### src/verilog/evrPkg.sv
// shared widths, word types, event codes, status layout and stretch lengths

package evrPkg;

    ////////////////////////////////////////////////////////////////////////////
    // widths
    localparam int RX_BYTE_WIDTH   = 8;                 // one 8b10b decoded byte
    localparam int RX_WORD_BYTES   = 2;                 // transceiver delivers 2 bytes/clk
    localparam int RX_WORD_WIDTH   = RX_BYTE_WIDTH * RX_WORD_BYTES;
    localparam int CTRL_WIDTH      = 32;
    localparam int STATUS_WIDTH    = 32;

    // one received byte, also used for event codes
    typedef logic [RX_BYTE_WIDTH-1:0] rxByte_t;

    // two bytes, low byte first in time
    typedef logic [RX_WORD_WIDTH-1:0] rxWordData_t;

    // per-byte flag pair: K flags, not-in-table flags
    typedef logic [RX_WORD_BYTES-1:0] charFlags_t;

    typedef logic [CTRL_WIDTH-1:0]   ctrlWord_t;       // control write data
    typedef logic [STATUS_WIDTH-1:0] statusWord_t;     // status readback

    // decoded transceiver output, one per evrClk cycle
    typedef struct packed {
        rxWordData_t data;                             // received bytes
        charFlags_t  isK;                              // control character flags
        charFlags_t  notInTable;                       // decoder error flags
    } rxWord_t;

    ////////////////////////////////////////////////////////////////////////////
    // alignment
    localparam rxByte_t COMMA_CHAR      = 8'hBC;       // K28.5
    localparam int      COMMAS_NEEDED   = 60;          // good commas before aligned
    localparam int      COMMA_CNT_WIDTH = 7;           // 59 plus sign bit

    ////////////////////////////////////////////////////////////////////////////
    // event codes
    localparam rxByte_t HB_EVENT_CODE   = 8'd122;      // heartbeat
    localparam rxByte_t PPS_EVENT_CODE  = 8'd125;      // pulse per second

    // marker lengths, kept short for simulation
    localparam int HB_STRETCH_CYCLES    = 48;
    localparam int PPS_STRETCH_CYCLES   = 12;

    ////////////////////////////////////////////////////////////////////////////
    // control and status bit positions
    localparam int CTRL_SLIDE_BIT       = 30;          // rx gearbox slide request

    localparam int STATUS_ALIGNED_BIT   = 0;
    localparam int STATUS_HB_BIT        = 1;
    localparam int STATUS_PPS_BIT       = 2;
    localparam int STATUS_CODE_LSB      = 8;           // last good code in 15:8

endpackage
### src/verilog/evrReceiver.sv
// event receiver top: control regs, comma alignment, code output, marker stretchers

module evrReceiver import evrPkg::*; (
    input  logic        evrClk,                        // recovered rx clock
    input  logic        rstN_i,                        // sync, active low

    // decoded word stream from transceiver
    input  rxWord_t     rxWord_i,

    // control write
    input  logic        ctrlWrite_i,                   // write strobe
    input  ctrlWord_t   ctrlData_i,

    // event code outputs
    output rxByte_t     evrCode_o,
    output logic        evrCodeValid_o,
    output rxWordData_t rawRxWord_o,                   // raw word, 1 cycle late
    output charFlags_t  charIsK_o,

    // receiver state and markers
    output logic        aligned_o,
    output logic        bitSlide_o,                    // to rx gearbox
    output logic        hbMarker_o,
    output logic        ppsMarker_o,
    output statusWord_t status_o
);

    // one-cycle event flags into the stretchers
    logic hbEvent;
    logic ppsEvent;

    ////////////////////////////////////////////////////////////////////////////
    // control and status
    evrControlRegs evrControlRegs_inst (
        .evrClk        (evrClk),
        .rstN_i        (rstN_i),
        .ctrlWrite_i   (ctrlWrite_i),
        .ctrlData_i    (ctrlData_i),
        .aligned_i     (aligned_o),
        .hbMarker_i    (hbMarker_o),
        .ppsMarker_i   (ppsMarker_o),
        .evrCode_i     (evrCode_o),
        .evrCodeValid_i(evrCodeValid_o),
        .bitSlide_o    (bitSlide_o),
        .status_o      (status_o)
    );

    ////////////////////////////////////////////////////////////////////////////
    // receiver alignment
    commaAlignDetect commaAlignDetect_inst (
        .evrClk   (evrClk),
        .rstN_i   (rstN_i),
        .rxWord_i (rxWord_i),
        .aligned_o(aligned_o)
    );

    // code qualification, raw word register, hb/pps flags
    eventCodeOutput eventCodeOutput_inst (
        .evrClk        (evrClk),
        .rstN_i        (rstN_i),
        .rxWord_i      (rxWord_i),
        .aligned_i     (aligned_o),
        .evrCode_o     (evrCode_o),
        .evrCodeValid_o(evrCodeValid_o),
        .rawRxWord_o   (rawRxWord_o),
        .charIsK_o     (charIsK_o),
        .hbEvent_o     (hbEvent),
        .ppsEvent_o    (ppsEvent)
    );

    ////////////////////////////////////////////////////////////////////////////
    // marker stretching
    markerStretcher #(
        .STRETCH_CYCLES(HB_STRETCH_CYCLES)
    ) hbStretch (
        .evrClk   (evrClk),
        .rstN_i   (rstN_i),
        .trigger_i(hbEvent),                           // no alignment needed
        .marker_o (hbMarker_o)
    );

    markerStretcher #(
        .STRETCH_CYCLES(PPS_STRETCH_CYCLES)
    ) ppsStretch (
        .evrClk   (evrClk),
        .rstN_i   (rstN_i),
        .trigger_i(ppsEvent),                          // good codes only
        .marker_o (ppsMarker_o)
    );

endmodule

### src/verilog/evrControlRegs.sv
// control write decode, slide pulse, last event code capture and status word

module evrControlRegs import evrPkg::*; (
    input  logic        evrClk,
    input  logic        rstN_i,                        // sync, active low
    input  logic        ctrlWrite_i,                   // control write strobe
    input  ctrlWord_t   ctrlData_i,
    input  logic        aligned_i,
    input  logic        hbMarker_i,
    input  logic        ppsMarker_i,
    input  rxByte_t     evrCode_i,
    input  logic        evrCodeValid_i,
    output logic        bitSlide_o,                    // one-cycle gearbox slide
    output statusWord_t status_o
);

    logic    slideReq;                                 // stored control bit
    logic    slideReqD;                                // previous value, edge detect
    rxByte_t lastCode;                                 // most recent good code

    ////////////////////////////////////////////////////////////////////////////
    // slide request
    always_ff @(posedge evrClk) begin
        if (!rstN_i) begin
            slideReq   <= 1'b0;
            slideReqD  <= 1'b0;
            bitSlide_o <= 1'b0;
        end else begin
            if (ctrlWrite_i) begin
                slideReq <= ctrlData_i[CTRL_SLIDE_BIT];
            end
            slideReqD  <= slideReq;
            // rising edge only, so a repeated write with bit set stays quiet
            bitSlide_o <= slideReq && !slideReqD;
        end
    end

    // last good code, held until the next one
    always_ff @(posedge evrClk) begin
        if (!rstN_i) begin
            lastCode <= '0;
        end else if (evrCodeValid_i) begin
            lastCode <= evrCode_i;
        end
    end

    ////////////////////////////////////////////////////////////////////////////
    // status readback
    always_comb begin
        status_o                                      = '0;  // unused bits read 0
        status_o[STATUS_ALIGNED_BIT]                  = aligned_i;
        status_o[STATUS_HB_BIT]                       = hbMarker_i;
        status_o[STATUS_PPS_BIT]                      = ppsMarker_i;
        status_o[STATUS_CODE_LSB +: $bits(rxByte_t)]  = lastCode;
    end

    // the gearbox must see isolated slide pulses
    slidePulseSingle: assert property (
        @(posedge evrClk) disable iff (!rstN_i)
        bitSlide_o |=> !bitSlide_o
    ) else $error("bitSlide_o high on two consecutive cycles");

endmodule

### src/verilog/eventCodeOutput.sv
// event code qualification, raw word register and heartbeat/pps event flags

module eventCodeOutput import evrPkg::*; (
    input  logic        evrClk,
    input  logic        rstN_i,                        // sync, active low
    input  rxWord_t     rxWord_i,
    input  logic        aligned_i,                     // from comma detector
    output rxByte_t     evrCode_o,                     // 0 when not a good code
    output logic        evrCodeValid_o,
    output rxWordData_t rawRxWord_o,
    output charFlags_t  charIsK_o,
    output logic        hbEvent_o,                     // one cycle per 122
    output logic        ppsEvent_o                     // one cycle per good 125
);

    rxByte_t lowByte;                                  // first byte in time
    logic    goodCode;

    assign lowByte  = rxWord_i.data[$bits(rxByte_t)-1:0];
    assign goodCode = aligned_i && (lowByte != '0) && !rxWord_i.isK[0];

    ////////////////////////////////////////////////////////////////////////////
    // 1-cycle output register
    always_ff @(posedge evrClk) begin
        if (!rstN_i) begin
            evrCode_o      <= '0;
            evrCodeValid_o <= 1'b0;
            rawRxWord_o    <= '0;
            charIsK_o      <= '0;
            hbEvent_o      <= 1'b0;
            ppsEvent_o     <= 1'b0;
        end else begin
            evrCode_o      <= goodCode ? lowByte : '0;
            evrCodeValid_o <= goodCode;
            rawRxWord_o    <= rxWord_i.data;           // observation only
            charIsK_o      <= rxWord_i.isK;
            // heartbeat ignores alignment, any non-K 122
            hbEvent_o      <= (lowByte == HB_EVENT_CODE) && !rxWord_i.isK[0];
            ppsEvent_o     <= goodCode && (lowByte == PPS_EVENT_CODE);
        end
    end

    // valid never flags the idle code
    validNonzero: assert property (
        @(posedge evrClk) disable iff (!rstN_i)
        evrCodeValid_o |-> (evrCode_o != '0)
    ) else $error("evrCodeValid_o high with zero event code");

endmodule

### src/verilog/commaAlignDetect.sv
// comma counter that declares and withdraws receiver alignment

module commaAlignDetect import evrPkg::*; (
    input  logic    evrClk,
    input  logic    rstN_i,                            // sync, active low
    input  rxWord_t rxWord_i,                          // decoded word stream
    output logic    aligned_o
);

    // counts 59 down past zero, sign bit set after the 60th comma
    localparam logic signed [COMMA_CNT_WIDTH-1:0] COMMA_RELOAD =
        COMMA_CNT_WIDTH'(COMMAS_NEEDED - 1);

    logic signed [COMMA_CNT_WIDTH-1:0] commaCnt;
    logic                              rxError;        // decode error or bad K
    logic                              goodComma;

    // a K in the upper byte never belongs there
    assign rxError   = (rxWord_i.notInTable != '0) || rxWord_i.isK[1];

    assign goodComma = rxWord_i.isK[0]
                    && (rxWord_i.data[$bits(rxByte_t)-1:0] == COMMA_CHAR);

    assign aligned_o = commaCnt[COMMA_CNT_WIDTH-1];    // straight from sign bit

    ////////////////////////////////////////////////////////////////////////////
    // counter
    always_ff @(posedge evrClk) begin
        if (!rstN_i) begin
            commaCnt <= COMMA_RELOAD;
        end else if (rxError) begin
            commaCnt <= COMMA_RELOAD;                  // start over
        end else if (!aligned_o && goodComma) begin
            commaCnt <= commaCnt - 1'b1;
        end
        // once aligned, counter freezes until an error
    end

    // an error word withdraws alignment at its own edge
    errorDropsAlign: assert property (
        @(posedge evrClk) disable iff (!rstN_i)
        (rxWord_i.notInTable != '0) |=> !aligned_o
    ) else $error("aligned_o still high after a not-in-table character");

endmodule

### src/verilog/markerStretcher.sv
// retriggerable down-counter that widens a one-cycle event into a fixed marker

module markerStretcher #(
    parameter int STRETCH_CYCLES = 16                  // marker length in cycles
) (
    input  logic evrClk,
    input  logic rstN_i,                               // sync, active low
    input  logic trigger_i,                            // one-cycle event
    output logic marker_o
);

    localparam int CNT_WIDTH = $clog2(STRETCH_CYCLES + 1);

    // cycles of marker still to go
    logic [CNT_WIDTH-1:0] stretchCnt;

    ////////////////////////////////////////////////////////////////////////////
    // counter
    always_ff @(posedge evrClk) begin
        if (!rstN_i) begin
            stretchCnt <= '0;
        end else if (trigger_i) begin
            stretchCnt <= CNT_WIDTH'(STRETCH_CYCLES);  // (re)start full length
        end else if (stretchCnt != '0) begin
            stretchCnt <= stretchCnt - 1'b1;
        end
    end

    // high from the edge after trigger for STRETCH_CYCLES cycles
    assign marker_o = (stretchCnt != '0);

endmodule

### config.mk
export PLATFORM = sky130hd
export DESIGN_NAME = evrReceiver
export DESIGN_NICKNAME = d
export VERILOG_FILES = /design/src/verilog/evrPkg.sv /design/src/verilog/evrReceiver.sv /design/src/verilog/evrControlRegs.sv /design/src/verilog/eventCodeOutput.sv /design/src/verilog/commaAlignDetect.sv /design/src/verilog/markerStretcher.sv
export SDC_FILE = /design/constraint.sdc
export NUM_CORES = 1
export LEC_CHECK = 0
export BUFFER_PORTS_ARGS = -buffer_cell sky130_fd_sc_hd__clkbuf_2
export CORE_MARGIN = 8
export CORE_UTILIZATION = 48
export CTS_CLUSTER_DIAMETER = 150
export DETAILED_ROUTE_END_ITERATION = 8
export GPL_ROUTABILITY_DRIVEN = 0
export PLACE_DENSITY = 0.95
export SYNTH_ARGS = -nofsm -noshare
export SYNTH_HDL_FRONTEND = slang
export SYNTH_SLANG_ARGS = --single-unit
### constraint.sdc
create_clock -name evrClk -period 5.1 [get_ports evrClk]
set_input_delay 0.51 -clock evrClk [delete_from_list [all_inputs] [get_ports evrClk]]
set_output_delay 0.51 -clock evrClk [all_outputs]
set_load 0.01 [all_outputs]
==> reports/results.ini, run 1 <==
[worst_setup_path]
path_common_cell = inv_1
worst_ep_arrival_time_ps = 2050
path_depth = 6
crit_start = hbStretch.stretchCnt[0]
r2r-start = commaAlignDetect_inst.commaCnt[6]
r2r_end = commaAlignDetect_inst.commaCnt[1]
ff2ff_setup_slack_ps = 3190
cp-start-kind = flip-flop
path_cells = inv_1 > ha_1 > or3b_2 > nor3_1 > inv_1 > clkbuf_2
path_buf_inv = 3
cp.required_ps = 4590
r2r_cells = 3
crit_family = simple AND/OR/NAND/NOR gates
crit_type = reg2out
max_stage_delay_ps = 520
crit_end = status_o[1]
cpMaxStageDelayCell = or3b_2
worstSetupEndpointType = output port
path_max_fanout = 6

[floorplanning]
rows = 25
core_area_um2 = 4629
dieArea_um2 = 7169
initial_core_util = 0.4889
die_y_um = 84.67
dieWidth_um = 84.67
io_pins = 118

[yosys]
synth_xor_area_frac = 0.007739
ys_warn_count = 0
synth_adder_area_share = 0.01658
synth-compound-area-share = 0.04035
ys_types = 39
syn-instance-count = 228
ys_seq_area_frac = 0.5041
synth-simple-area-share = 0.2366
ys_ff_latch = 57
syn_avg_cell_area_um2 = 9.927
synth_top_family_by_area = simple AND/OR/NAND/NOR gates
synth_mux_area_frac = 0.07629
syn_area_um2 = 2263

[layout]
drive_above_1_share = 0.3074
fillerInstances = 413
antenna_cells = 0
fin_nets = 349
areaGrowthSynthToFinish_pct = 21.95
utilization = 0.5962

[cts]
clk_pin_slew_worst_paths_ps = 70
post-cts-setup-buffers = 0
cts_root_buffer = clkbuf_8
clkLatencyLatePin_ps = 340
cts_max_level = 3
cts_tree = done
hold_buffers = 0
ctsLongestPathBuffers = 2
cts.sinks = 57
cts_buffers = 9
ctsResizeCount = 0

[global_routing]
gr-total-overflow = 0
grt_max_degree = 24
grt_usage = 0.1411
grt_pass1_vias = 1738
antenna_found_initial = 0
grt_pass1_wl_mm = 7.955

[sta]
finClkSkew_ps = 9.102
hold_viol = 0
tns_ps = 0
min_period_ps = 2559
rsz0062_at_grt = false
fin_crit_sh = 0.5018
whs_ps = 381.5
slew_headroom = 0.1823
slew_viol_final = 0
setup_viol = 0
timing.fmax_mhz = 390.8
tightest_slew_ps = 1210

[detailed_routing]
routed_wl_mm = 4.856
viasPerCell = 4.997
drc_errors = 0
vias = 1749
first_pass_iters = 4
antenna_left = 0
drt_iter0_drc = 73
wl_per_cell_um = 13.87

[power]
p_leak_nw = 1.239
powerDensity_nw_per_um2 = 462.6
ir_drop_uv = 260.7

[placement]
portBuffers = 65
dpl.hpwl_mm = 3.621

[outcome]
status = complete, no violations

[hold_path]
hold_path.class = in2reg
hold_depth = 2

[flow_run]
cap_violations = 0

-- metal layers --
metal	share of wire	track usage	up-vias
met5	0	0	-
met4	0.018	0.07443	0
met3	0.12	0.1015	12
met2	0.47	0.2219	78
met1	0.39	0.1339	809
li1	-	-	850
-- cells by family after synthesis --
kind of cell,after synthesis
XOR/XNOR,2
AND/OR/NAND/NOR,90
buffers and inverters,46
adder cells (fa/ha/maj),3
other,1
AO/OA/AOI/OAI,12
flip-flops,57
multiplexers,17
-- synthesized netlist by cell type (all sizes together) --
master,n,share of area
nand3b,2,0.0066
nand2,7,0.012
mux2,2,0.0099
nor2b,1,0.0028
clkinv,1,0.0017
clkbuf,8,0.013
a31oi,2,0.0055
a211oi,2,0.0066
or4,4,0.015
nand3,1,0.0022
o31ai,1,0.0033
and2,28,0.078
or3b,4,0.015
a21boi,1,0.0033
or3,3,0.0083
a2111oi,1,0.0039
conb,1,0.0017
buf,25,0.082
xnor2,2,0.0077
dfxtp,57,0.50
nor4b,2,0.0077
mux2i,15,0.066
and3b,1,0.0039
inv,12,0.020
o21ai,1,0.0022
a21oi,2,0.0044
o41ai,1,0.0072
nor3,6,0.013
or4bb,1,0.0050
ha,3,0.017
or4b,2,0.0088
nor2,18,0.030
o31a,1,0.0039
nor4,9,0.025
nand2b,1,0.0028
-- report_power, final --
part | leakage, nW | total [mW] | switching [mW] | internal, mW
Clock | 0.120 | 0.515 | 0.178 | 0.337
Sequential | 0.467 | 0.519 | 0.0328 | 0.486
Combinational | 0.653 | 0.243 | 0.134 | 0.110
Total | 1.24 | 1.28 | 0.344 | 0.933
-- how the worst min path moves through the flow --
stage	start	to
after floorplan	evrControlRegs_inst.slideReqD	evrControlRegs_inst.bitSlide_o
after global placement	evrControlRegs_inst.slideReqD	evrControlRegs_inst.bitSlide_o
after detailed placement	evrControlRegs_inst.slideReqD	evrControlRegs_inst.bitSlide_o
after global routing	rxWord_i[13]	eventCodeOutput_inst.rawRxWord_o[9]
final	rxWord_i[15]	eventCodeOutput_inst.rawRxWord_o[11]
after CTS	rxWord_i[15]	eventCodeOutput_inst.rawRxWord_o[11]
-- area by class of cell --
cell class,count,area (um^2),area share
flip-flops and latches,57,1141,0.4134
multi-input cells,145,933.4,0.3382
clock inverters,5,102.6,0.03717
clock buffers,11,141.4,0.05122
repair buffers,65,325.3,0.1179
well taps,54,67.56,0.02448
inverters,13,48.80,0.01768
-- per-stage QoR --
stage	instances	instance area [um^2]	setup slack, ps	total power [mW]
after global placement	334	2516	2804	0.7600
after floorplan	248	2338	2938	0.7274
after detailed placement	334	2516	2760	0.7724
after CTS	350	2760	2522	1.290
after global routing	350	2760	2379	1.343
final	350	2760	2541	1.277
-- cells in the final DEF, fill, tap and decap left out, types with 2 or more instances in the layout --
master     synthesis  final
nor4_1             9      9
a21oi_1            2      2
clkbuf_2           0     65
xnor2_1            2      2
or3b_2             4      4
and2_2             2      2
ha_1               3      3
nor3_1             6      6
nand3b_1           2      2
inv_1             12     12
or4_1              3      3
mux2_2             2      2
conb_1             1     21
nor4b_1            2      2
or3_1              3      3
nand2_1            7      7
mux2i_1           15     15
and2_1            26     26
a211oi_1           2      2
dfxtp_1           57     57
nor2_1            18     18
a31oi_1            2      2
bufinv_16          0      3
clkbuf_8           0     10
-- state kept, by name (all words and copies together) (netlist names) --
name / cells
ppsStretch.stretchCnt: 4
eventCodeOutput_inst.evrCode_o: 8
eventCodeOutput_inst.ppsEvent_o: 1
evrControlRegs_inst.slideReq: 1
eventCodeOutput_inst.evrCodeValid_o: 1
evrControlRegs_inst.lastCode: 8
eventCodeOutput_inst.charIsK_o: 2
eventCodeOutput_inst.hbEvent_o: 1
evrControlRegs_inst.bitSlide_o: 1
hbStretch.stretchCnt: 6
commaAlignDetect_inst.commaCnt: 7
eventCodeOutput_inst.rawRxWord_o: 16
evrControlRegs_inst.slideReqD: 1
Power figures use the tool's default switching activity.
==> inputs of run 2 (changes only) <==
--- a/config.mk
+++ b/config.mk
@@ -5,13 +5,14 @@
 export SDC_FILE = /design/constraint.sdc
 export NUM_CORES = 1
 export LEC_CHECK = 0
+export ABC_AREA = 1
 export BUFFER_PORTS_ARGS = -buffer_cell sky130_fd_sc_hd__clkbuf_2
 export CORE_MARGIN = 8
-export CORE_UTILIZATION = 48
+export CORE_UTILIZATION = 40
 export CTS_CLUSTER_DIAMETER = 150
 export DETAILED_ROUTE_END_ITERATION = 8
 export GPL_ROUTABILITY_DRIVEN = 0
-export PLACE_DENSITY = 0.95
+export PLACE_DENSITY = 0.86
 export SYNTH_ARGS = -nofsm -noshare
 export SYNTH_HDL_FRONTEND = slang
 export SYNTH_SLANG_ARGS = --single-unit
==> constraint.sdc (replaced) <==
create_clock -name evrClk -period 2.1 [get_ports evrClk]
set_input_delay 0.21 -clock evrClk [delete_from_list [all_inputs] [get_ports evrClk]]
set_output_delay 0.21 -clock evrClk [all_outputs]
set_load 0.01 [all_outputs]
==> reports/results.ini, run 2 <==
[yosys]
synth_area_leader_cell = dfxtp_1
syn-instance-count = 293  ; +29%
ys_seq_area_frac = 0.4965  ; -0.007684
syn_avg_cell_area_um2 = 7.845  ; -21%
ys_warn_count = 0  ; unchanged
synth_commonest_cells = 57 x dfxtp_1, 49 x inv_1, 48 x nand2_1
synth_edf_count = 0  ; unchanged
netlist_top_cells_area = dfxtp_1 50%, inv_1 8.0%, buf_4 7.8%
ys_ff_latch = 57  ; unchanged
ys.flop_type = dfxtp_1
syn_area_um2 = 2298  ; +1.5%
ys_async_sr_fraction = 0  ; unchanged
post-synth-top-count-cell = dfxtp_1
netlist.area_leader.share = 0.4965  ; -0.007684
ys_types = 27  ; -31%

[global_routing]
grt_max_degree = 30  ; +25%
grt_pass1_vias = 1856  ; +6.8%
grt_pass1_wl_mm = 8.017  ; +0.78%
antenna_found_initial = 0  ; unchanged
grt_usage = 0.1170  ; -0.02402
gr-total-overflow = 0  ; unchanged

[layout]
finalNonFillerCells = 440  ; +26%
antenna_cells = 0  ; unchanged
final_cell_mix = 65 x clkbuf_2, 57 x dfxtp_1, 49 x inv_1
fin_nets = 421  ; +21%
fillerInstances = 539  ; +31%
reg_top3 = eventCodeOutput_inst.rawRxWord_o x16, eventCodeOutput_inst.evrCode_o x8, evrControlRegs_inst.lastCode x8
final_area_um2 = 2790  ; +1.1%
final_common_cell = clkbuf_2
drive_above_1_share = 0.2418  ; -0.06558
largest_register_ffs = 16  ; unchanged
top_register = eventCodeOutput_inst.rawRxWord_o
areaGrowthSynthToFinish_pct = 21.39
utilization = 0.5036  ; -0.09260

[worst_setup_path]
crit_type = reg2out
path_max_fanout = 8  ; +2
cp-start-kind = flip-flop
cp.required_ps = 1890  ; -2700 ps
ff2ff_setup_slack_ps = 760  ; -2430 ps
worstSetupEndpointType = output port
worst_ep_arrival_time_ps = 1470  ; -580 ps

[cts]
cts_max_level = 3  ; unchanged
ctsResizeCount = 0  ; unchanged
cts_root_buffer = clkbuf_8
post-cts-setup-buffers = 0  ; unchanged
ctsLongestPathBuffers = 2  ; unchanged
clkLatencyLatePin_ps = 320  ; -20 ps
cts_buffers = 9  ; unchanged
clk_pin_slew_worst_paths_ps = 60  ; about the same
cts_tree = done
hold_buffers = 0  ; unchanged
cts.sinks = 57  ; unchanged

[floorplanning]
core_area_um2 = 5540  ; +20%
dieWidth_um = 91.81  ; +8.4%
io_pins = 118  ; unchanged
initial_core_util = 0.4149  ; -0.07406
die_y_um = 91.81  ; +8.4%
dieArea_um2 = 8428  ; +18%
rows = 27  ; +8.0%

[sta]
slew_viol_final = 0  ; unchanged
whs_ps = 62.29  ; -319.2 ps
fin_ws_ps = 419.6  ; -2121 ps
setup_viol = 0  ; unchanged
finClkSkew_ps = 5.488  ; -3.614 ps
timing.fmax_mhz = 595.1
min_period_ps = 1680
fin_crit_sh = 0.8002
hold_viol = 0  ; unchanged
tns_ps = 0  ; unchanged
rsz0062_at_grt = false

[flow_run]
cap_violations = 0  ; unchanged

[placement]
portBuffers = 65  ; unchanged
dpl.hpwl_mm = 3.951  ; +9.1%
place_area_um2 = 2601  ; +3.4%
dp_slack_ps = 737.5  ; -2022 ps
dp_cells = 424  ; +27%

[power]
ir_drop_uv = 498.8  ; +91%
p_leak_nw = 1.567  ; +26%
powerDensity_nw_per_um2 = 1011  ; +120%
totalPowerFinal_mw = 2.822  ; +120%

[detailed_routing]
drc_errors = 0  ; unchanged
viasPerCell = 4.355  ; -13%
wl_per_cell_um = 11.15  ; -20%
antenna_left = 0  ; unchanged
drt_iter0_drc = 78  ; +6.8%
first_pass_iters = 4  ; unchanged
vias = 1916  ; +9.5%
routed_wl_mm = 4.905  ; +1.0%

[hold_path]
hold_path.class = in2reg

[outcome]
status = complete, no violations

[run 2: final timing paths]
| path | start | endpoint | cells past startpoint |
|---|---|---|---|
| hold / removal | rxWord_i[13] | eventCodeOutput_inst.rawRxWord_o[9] | 3 |
| setup reg to reg | hbStretch.stretchCnt[0] | hbStretch.stretchCnt[1] | 5 |
| setup / recovery | hbStretch.stretchCnt[0] | hbMarker_o | 4 |
| hold reg to reg | evrControlRegs_inst.slideReqD | evrControlRegs_inst.bitSlide_o | 1 |
[run 2: critical path, stage by stage, from the launching register on]
cell	delay, ps
dfxtp_1	310
inv_1	100
ha_1	230
nand4_1	280
clkbuf_2	220
[run 2: cell type report]
class	instances	area, um^2	area share
Clock inverter	3	40.04	0.01435
Tap cell	72	90.09	0.03229
Multi-Input combinational cell	179	849.6	0.3045
Inverter	50	187.7	0.06726
Clock buffer	13	148.9	0.05336
Sequential cell	57	1141	0.4090
Timing Repair Buffer	66	332.8	0.1193
[run 2: cell families after synthesis]
group | share of synthesized area
simple gates | 0.2352
buf+inv | 0.1666
flops | 0.4965
compound gates | 0.07241
xor+xnor | 0.01143
fa+ha+maj | 0.01633
other cells | 0.001632
[run 2: power by group]
| group | switching (mW) | internal (mW) | total (mW) |
|---|---|---|---|
| Combinational | 0.374 | 0.237 | 0.611 |
| Clock | 0.384 | 0.577 | 0.961 |
| Sequential | 0.0630 | 1.19 | 1.25 |
[run 2: per-layer routing]
metal | routed length (um) | vias up | GRT usage
li1 | - | 999 | -
met1 | 1889 | 858 | 0.1129
met2 | 2504 | 50 | 0.2071
met3 | 424 | 9 | 0.05949
met4 | 87 | 0 | 0.04832
met5 | 0 | - | 0
==> inputs of run 3 (changes only) <==
--- a/config.mk
+++ b/config.mk
@@ -5,7 +5,7 @@
 export SDC_FILE = /design/constraint.sdc
 export NUM_CORES = 1
 export LEC_CHECK = 0
-export ABC_AREA = 1
+export ABC_AREA = 0
 export BUFFER_PORTS_ARGS = -buffer_cell sky130_fd_sc_hd__clkbuf_2
 export CORE_MARGIN = 8
 export CORE_UTILIZATION = 40
==> constraint.sdc (replaced) <==
create_clock -name evrClk -period 1.49 [get_ports evrClk]
set_input_delay 0.149 -clock evrClk [delete_from_list [all_inputs] [get_ports evrClk]]
set_output_delay 0.149 -clock evrClk [all_outputs]
set_load 0.01 [all_outputs]
==> reports/results.ini, run 3 (synthesized netlist as in run 1, its figures left out) <==
[floorplanning]
die_y_um = 91.23  ; -0.63%
io_pins = 118  ; unchanged
rows = 27  ; unchanged
initial_core_util = 0.4136  ; -0.001280
dieWidth_um = 91.23  ; -0.63%
dieArea_um2 = 8322  ; -1.3%
core_area_um2 = 5473  ; -1.2%

[layout]
regArea_um2 = 1152  ; +0.99%
reg_top3 = eventCodeOutput_inst.rawRxWord_o x16, eventCodeOutput_inst.evrCode_o x8, evrControlRegs_inst.lastCode x8
final_area_um2 = 3176  ; +14%
final_common_cell = clkbuf_2
fin_nets = 376  ; -11%
multiInputGateArea_um2 = 1114  ; +31%
drive_above_1_share = 0.4644  ; +0.2225
finalNonFillerCells = 395  ; -10%
areaGrowthSynthToFinish_pct = 40.30
antenna_cells = 0  ; unchanged
top_register = eventCodeOutput_inst.rawRxWord_o
final_cell_mix = 63 x clkbuf_2, 48 x dfxtp_1, 26 x and2_1
fillerInstances = 465  ; -14%
largest_register_ffs = 16  ; unchanged

[sta]
hold_viol = 0  ; unchanged
slew_viol_final = 0  ; unchanged
fin_crit_sh = 1.179
slew_headroom = 0.5969
fin_ws_ps = -266.2  ; -685.8 ps
setup_viol = 11  ; +11
min_period_ps = 1756
finClkSkew_ps = 5.625  ; +0.1367 ps
tightest_slew_ps = 602.9
timing.fmax_mhz = 569.4
rsz0062_at_grt = true

[detailed_routing]
wl_per_cell_um = 13.87  ; +24%
routed_wl_mm = 5.479  ; +12%
antenna_left = 0  ; unchanged
drc_errors = 0  ; unchanged
viasPerCell = 4.633  ; +6.4%
first_pass_iters = 4  ; unchanged
vias = 1830  ; -4.5%
drt_iter0_drc = 58  ; -26%

[worst_setup_path]
r2r-start = hbStretch.stretchCnt[1]
max_stage_delay_ps = 390  ; +80 ps
r2r_end = hbStretch.stretchCnt[4]
crit_type = reg2out
path_common_cell = inv_2
crit_family = simple AND/OR/NAND/NOR gates
cpMaxStageDelayCell = or3b_4
cp.required_ps = 1340  ; -550 ps
path_buf_inv = 3  ; +1
path_max_fanout = 3  ; -5
r2r_cells = 7  ; +2
cp-start-kind = flip-flop
worstSetupEndpointType = output port
path_cells = inv_2 > ha_4 > or3b_4 > nor3_4 > inv_2 > clkbuf_2
ff2ff_setup_slack_ps = -250  ; -1010 ps
worst_ep_arrival_time_ps = 1610  ; +140 ps

[power]
ir_drop_uv = 834.2  ; +67%
p_leak_nw = 1.429  ; -8.8%
powerDensity_nw_per_um2 = 1520  ; +50%

[hold_path]
hold_depth = 2  ; -1
hold_start = rxWord_i[16]
hold_path.class = in2reg
min_to = eventCodeOutput_inst.rawRxWord_o[12]

[placement]
portBuffers = 65  ; unchanged
dpl.hpwl_mm = 3.962  ; +0.28%
dp_slack_ps = -198.2  ; -935.7 ps
dp_cells = 367  ; -13%
place_area_um2 = 2700  ; +3.8%

[outcome]
status = finished, violations left
violations = setup timing

[cts]
cts.sinks = 57  ; unchanged
clkLatencyLatePin_ps = 340  ; +20 ps
cts_max_level = 3  ; unchanged
cts_buffers = 9  ; unchanged
cts_tree = done
ctsLongestPathBuffers = 2  ; unchanged
clk_pin_slew_worst_paths_ps = 60  ; about the same
cts_root_buffer = clkbuf_8

[global_routing]
grt_max_degree = 23  ; -23%
grt_usage = 0.1372  ; +0.02012
gr-total-overflow = 0  ; unchanged
grt_pass1_vias = 2033  ; +9.5%
antenna_found_initial = 0  ; unchanged
grt_pass1_wl_mm = 9.259  ; +15%

[flow_run]
cap_violations = 0  ; unchanged

run 3: power breakdown:
part / switching, mW / total [mW] / internal, mW
clock network: 0.597 / 1.38 / 0.784
registers: 0.136 / 1.81 / 1.68
logic: 0.713 / 1.64 / 0.923
run 3: layout make-up:
class,count,area share
clock buffer,13,0.05634
clock inverter,3,0.007092
inverter,13,0.01537
multi-input combinational,145,0.3507
sequential,57,0.3629
tap,72,0.02837
timing repair buffer,92,0.1793
run 3: worst max-delay path by stage:
stage	start	end	slack (ps)	cells after the start
2_1_floorplan	commaAlignDetect_inst.commaCnt[6]	commaAlignDetect_inst.commaCnt[6]	-230	4
3_3_place_gp	rxWord_i[10]	commaAlignDetect_inst.commaCnt[1]	-150	5
3_5_place_dp	rxWord_i[10]	commaAlignDetect_inst.commaCnt[4]	-200	5
4_1_cts	hbStretch.stretchCnt[1]	status_o[1]	-240	6
5_1_grt	hbStretch.stretchCnt[1]	hbMarker_o	-320	6
6_report	hbStretch.stretchCnt[1]	status_o[1]	-270	6
run 3: what timing repair did:
action	CTS	global route
hold buffers	1	0
setup buffers	13	2
gates resized for setup	30	16
endpoints found under the setup margin	13	18
endpoints found under the hold margin	1	0
pin swaps	9	3
run 3: stage by stage:
step | TNS [ps] | total power [mW] | utilization | hold WS [ps]
final | -1396 | 4.828 | 0.5802 | 15.40
after global routing | -2031 | 5.107 | 0.5802 | 7.428
after CTS | -1388 | 4.772 | 0.5738 | 0.2237
after detailed placement | -904.2 | 2.947 | 0.4934 | 358.4
after global placement | -642.1 | 2.877 | 0.4934 | 353.7
after floorplan | -684.8 | 2.753 | - | 225.2
run 3: routing by layer:
metal	track usage	part of all wire	vias up
li1	-	-	904
met1	0.1328	0.39	853
met2	0.2310	0.49	61
met3	0.08066	0.099	12
met4	0.06276	0.018	0
met5	0	0	-
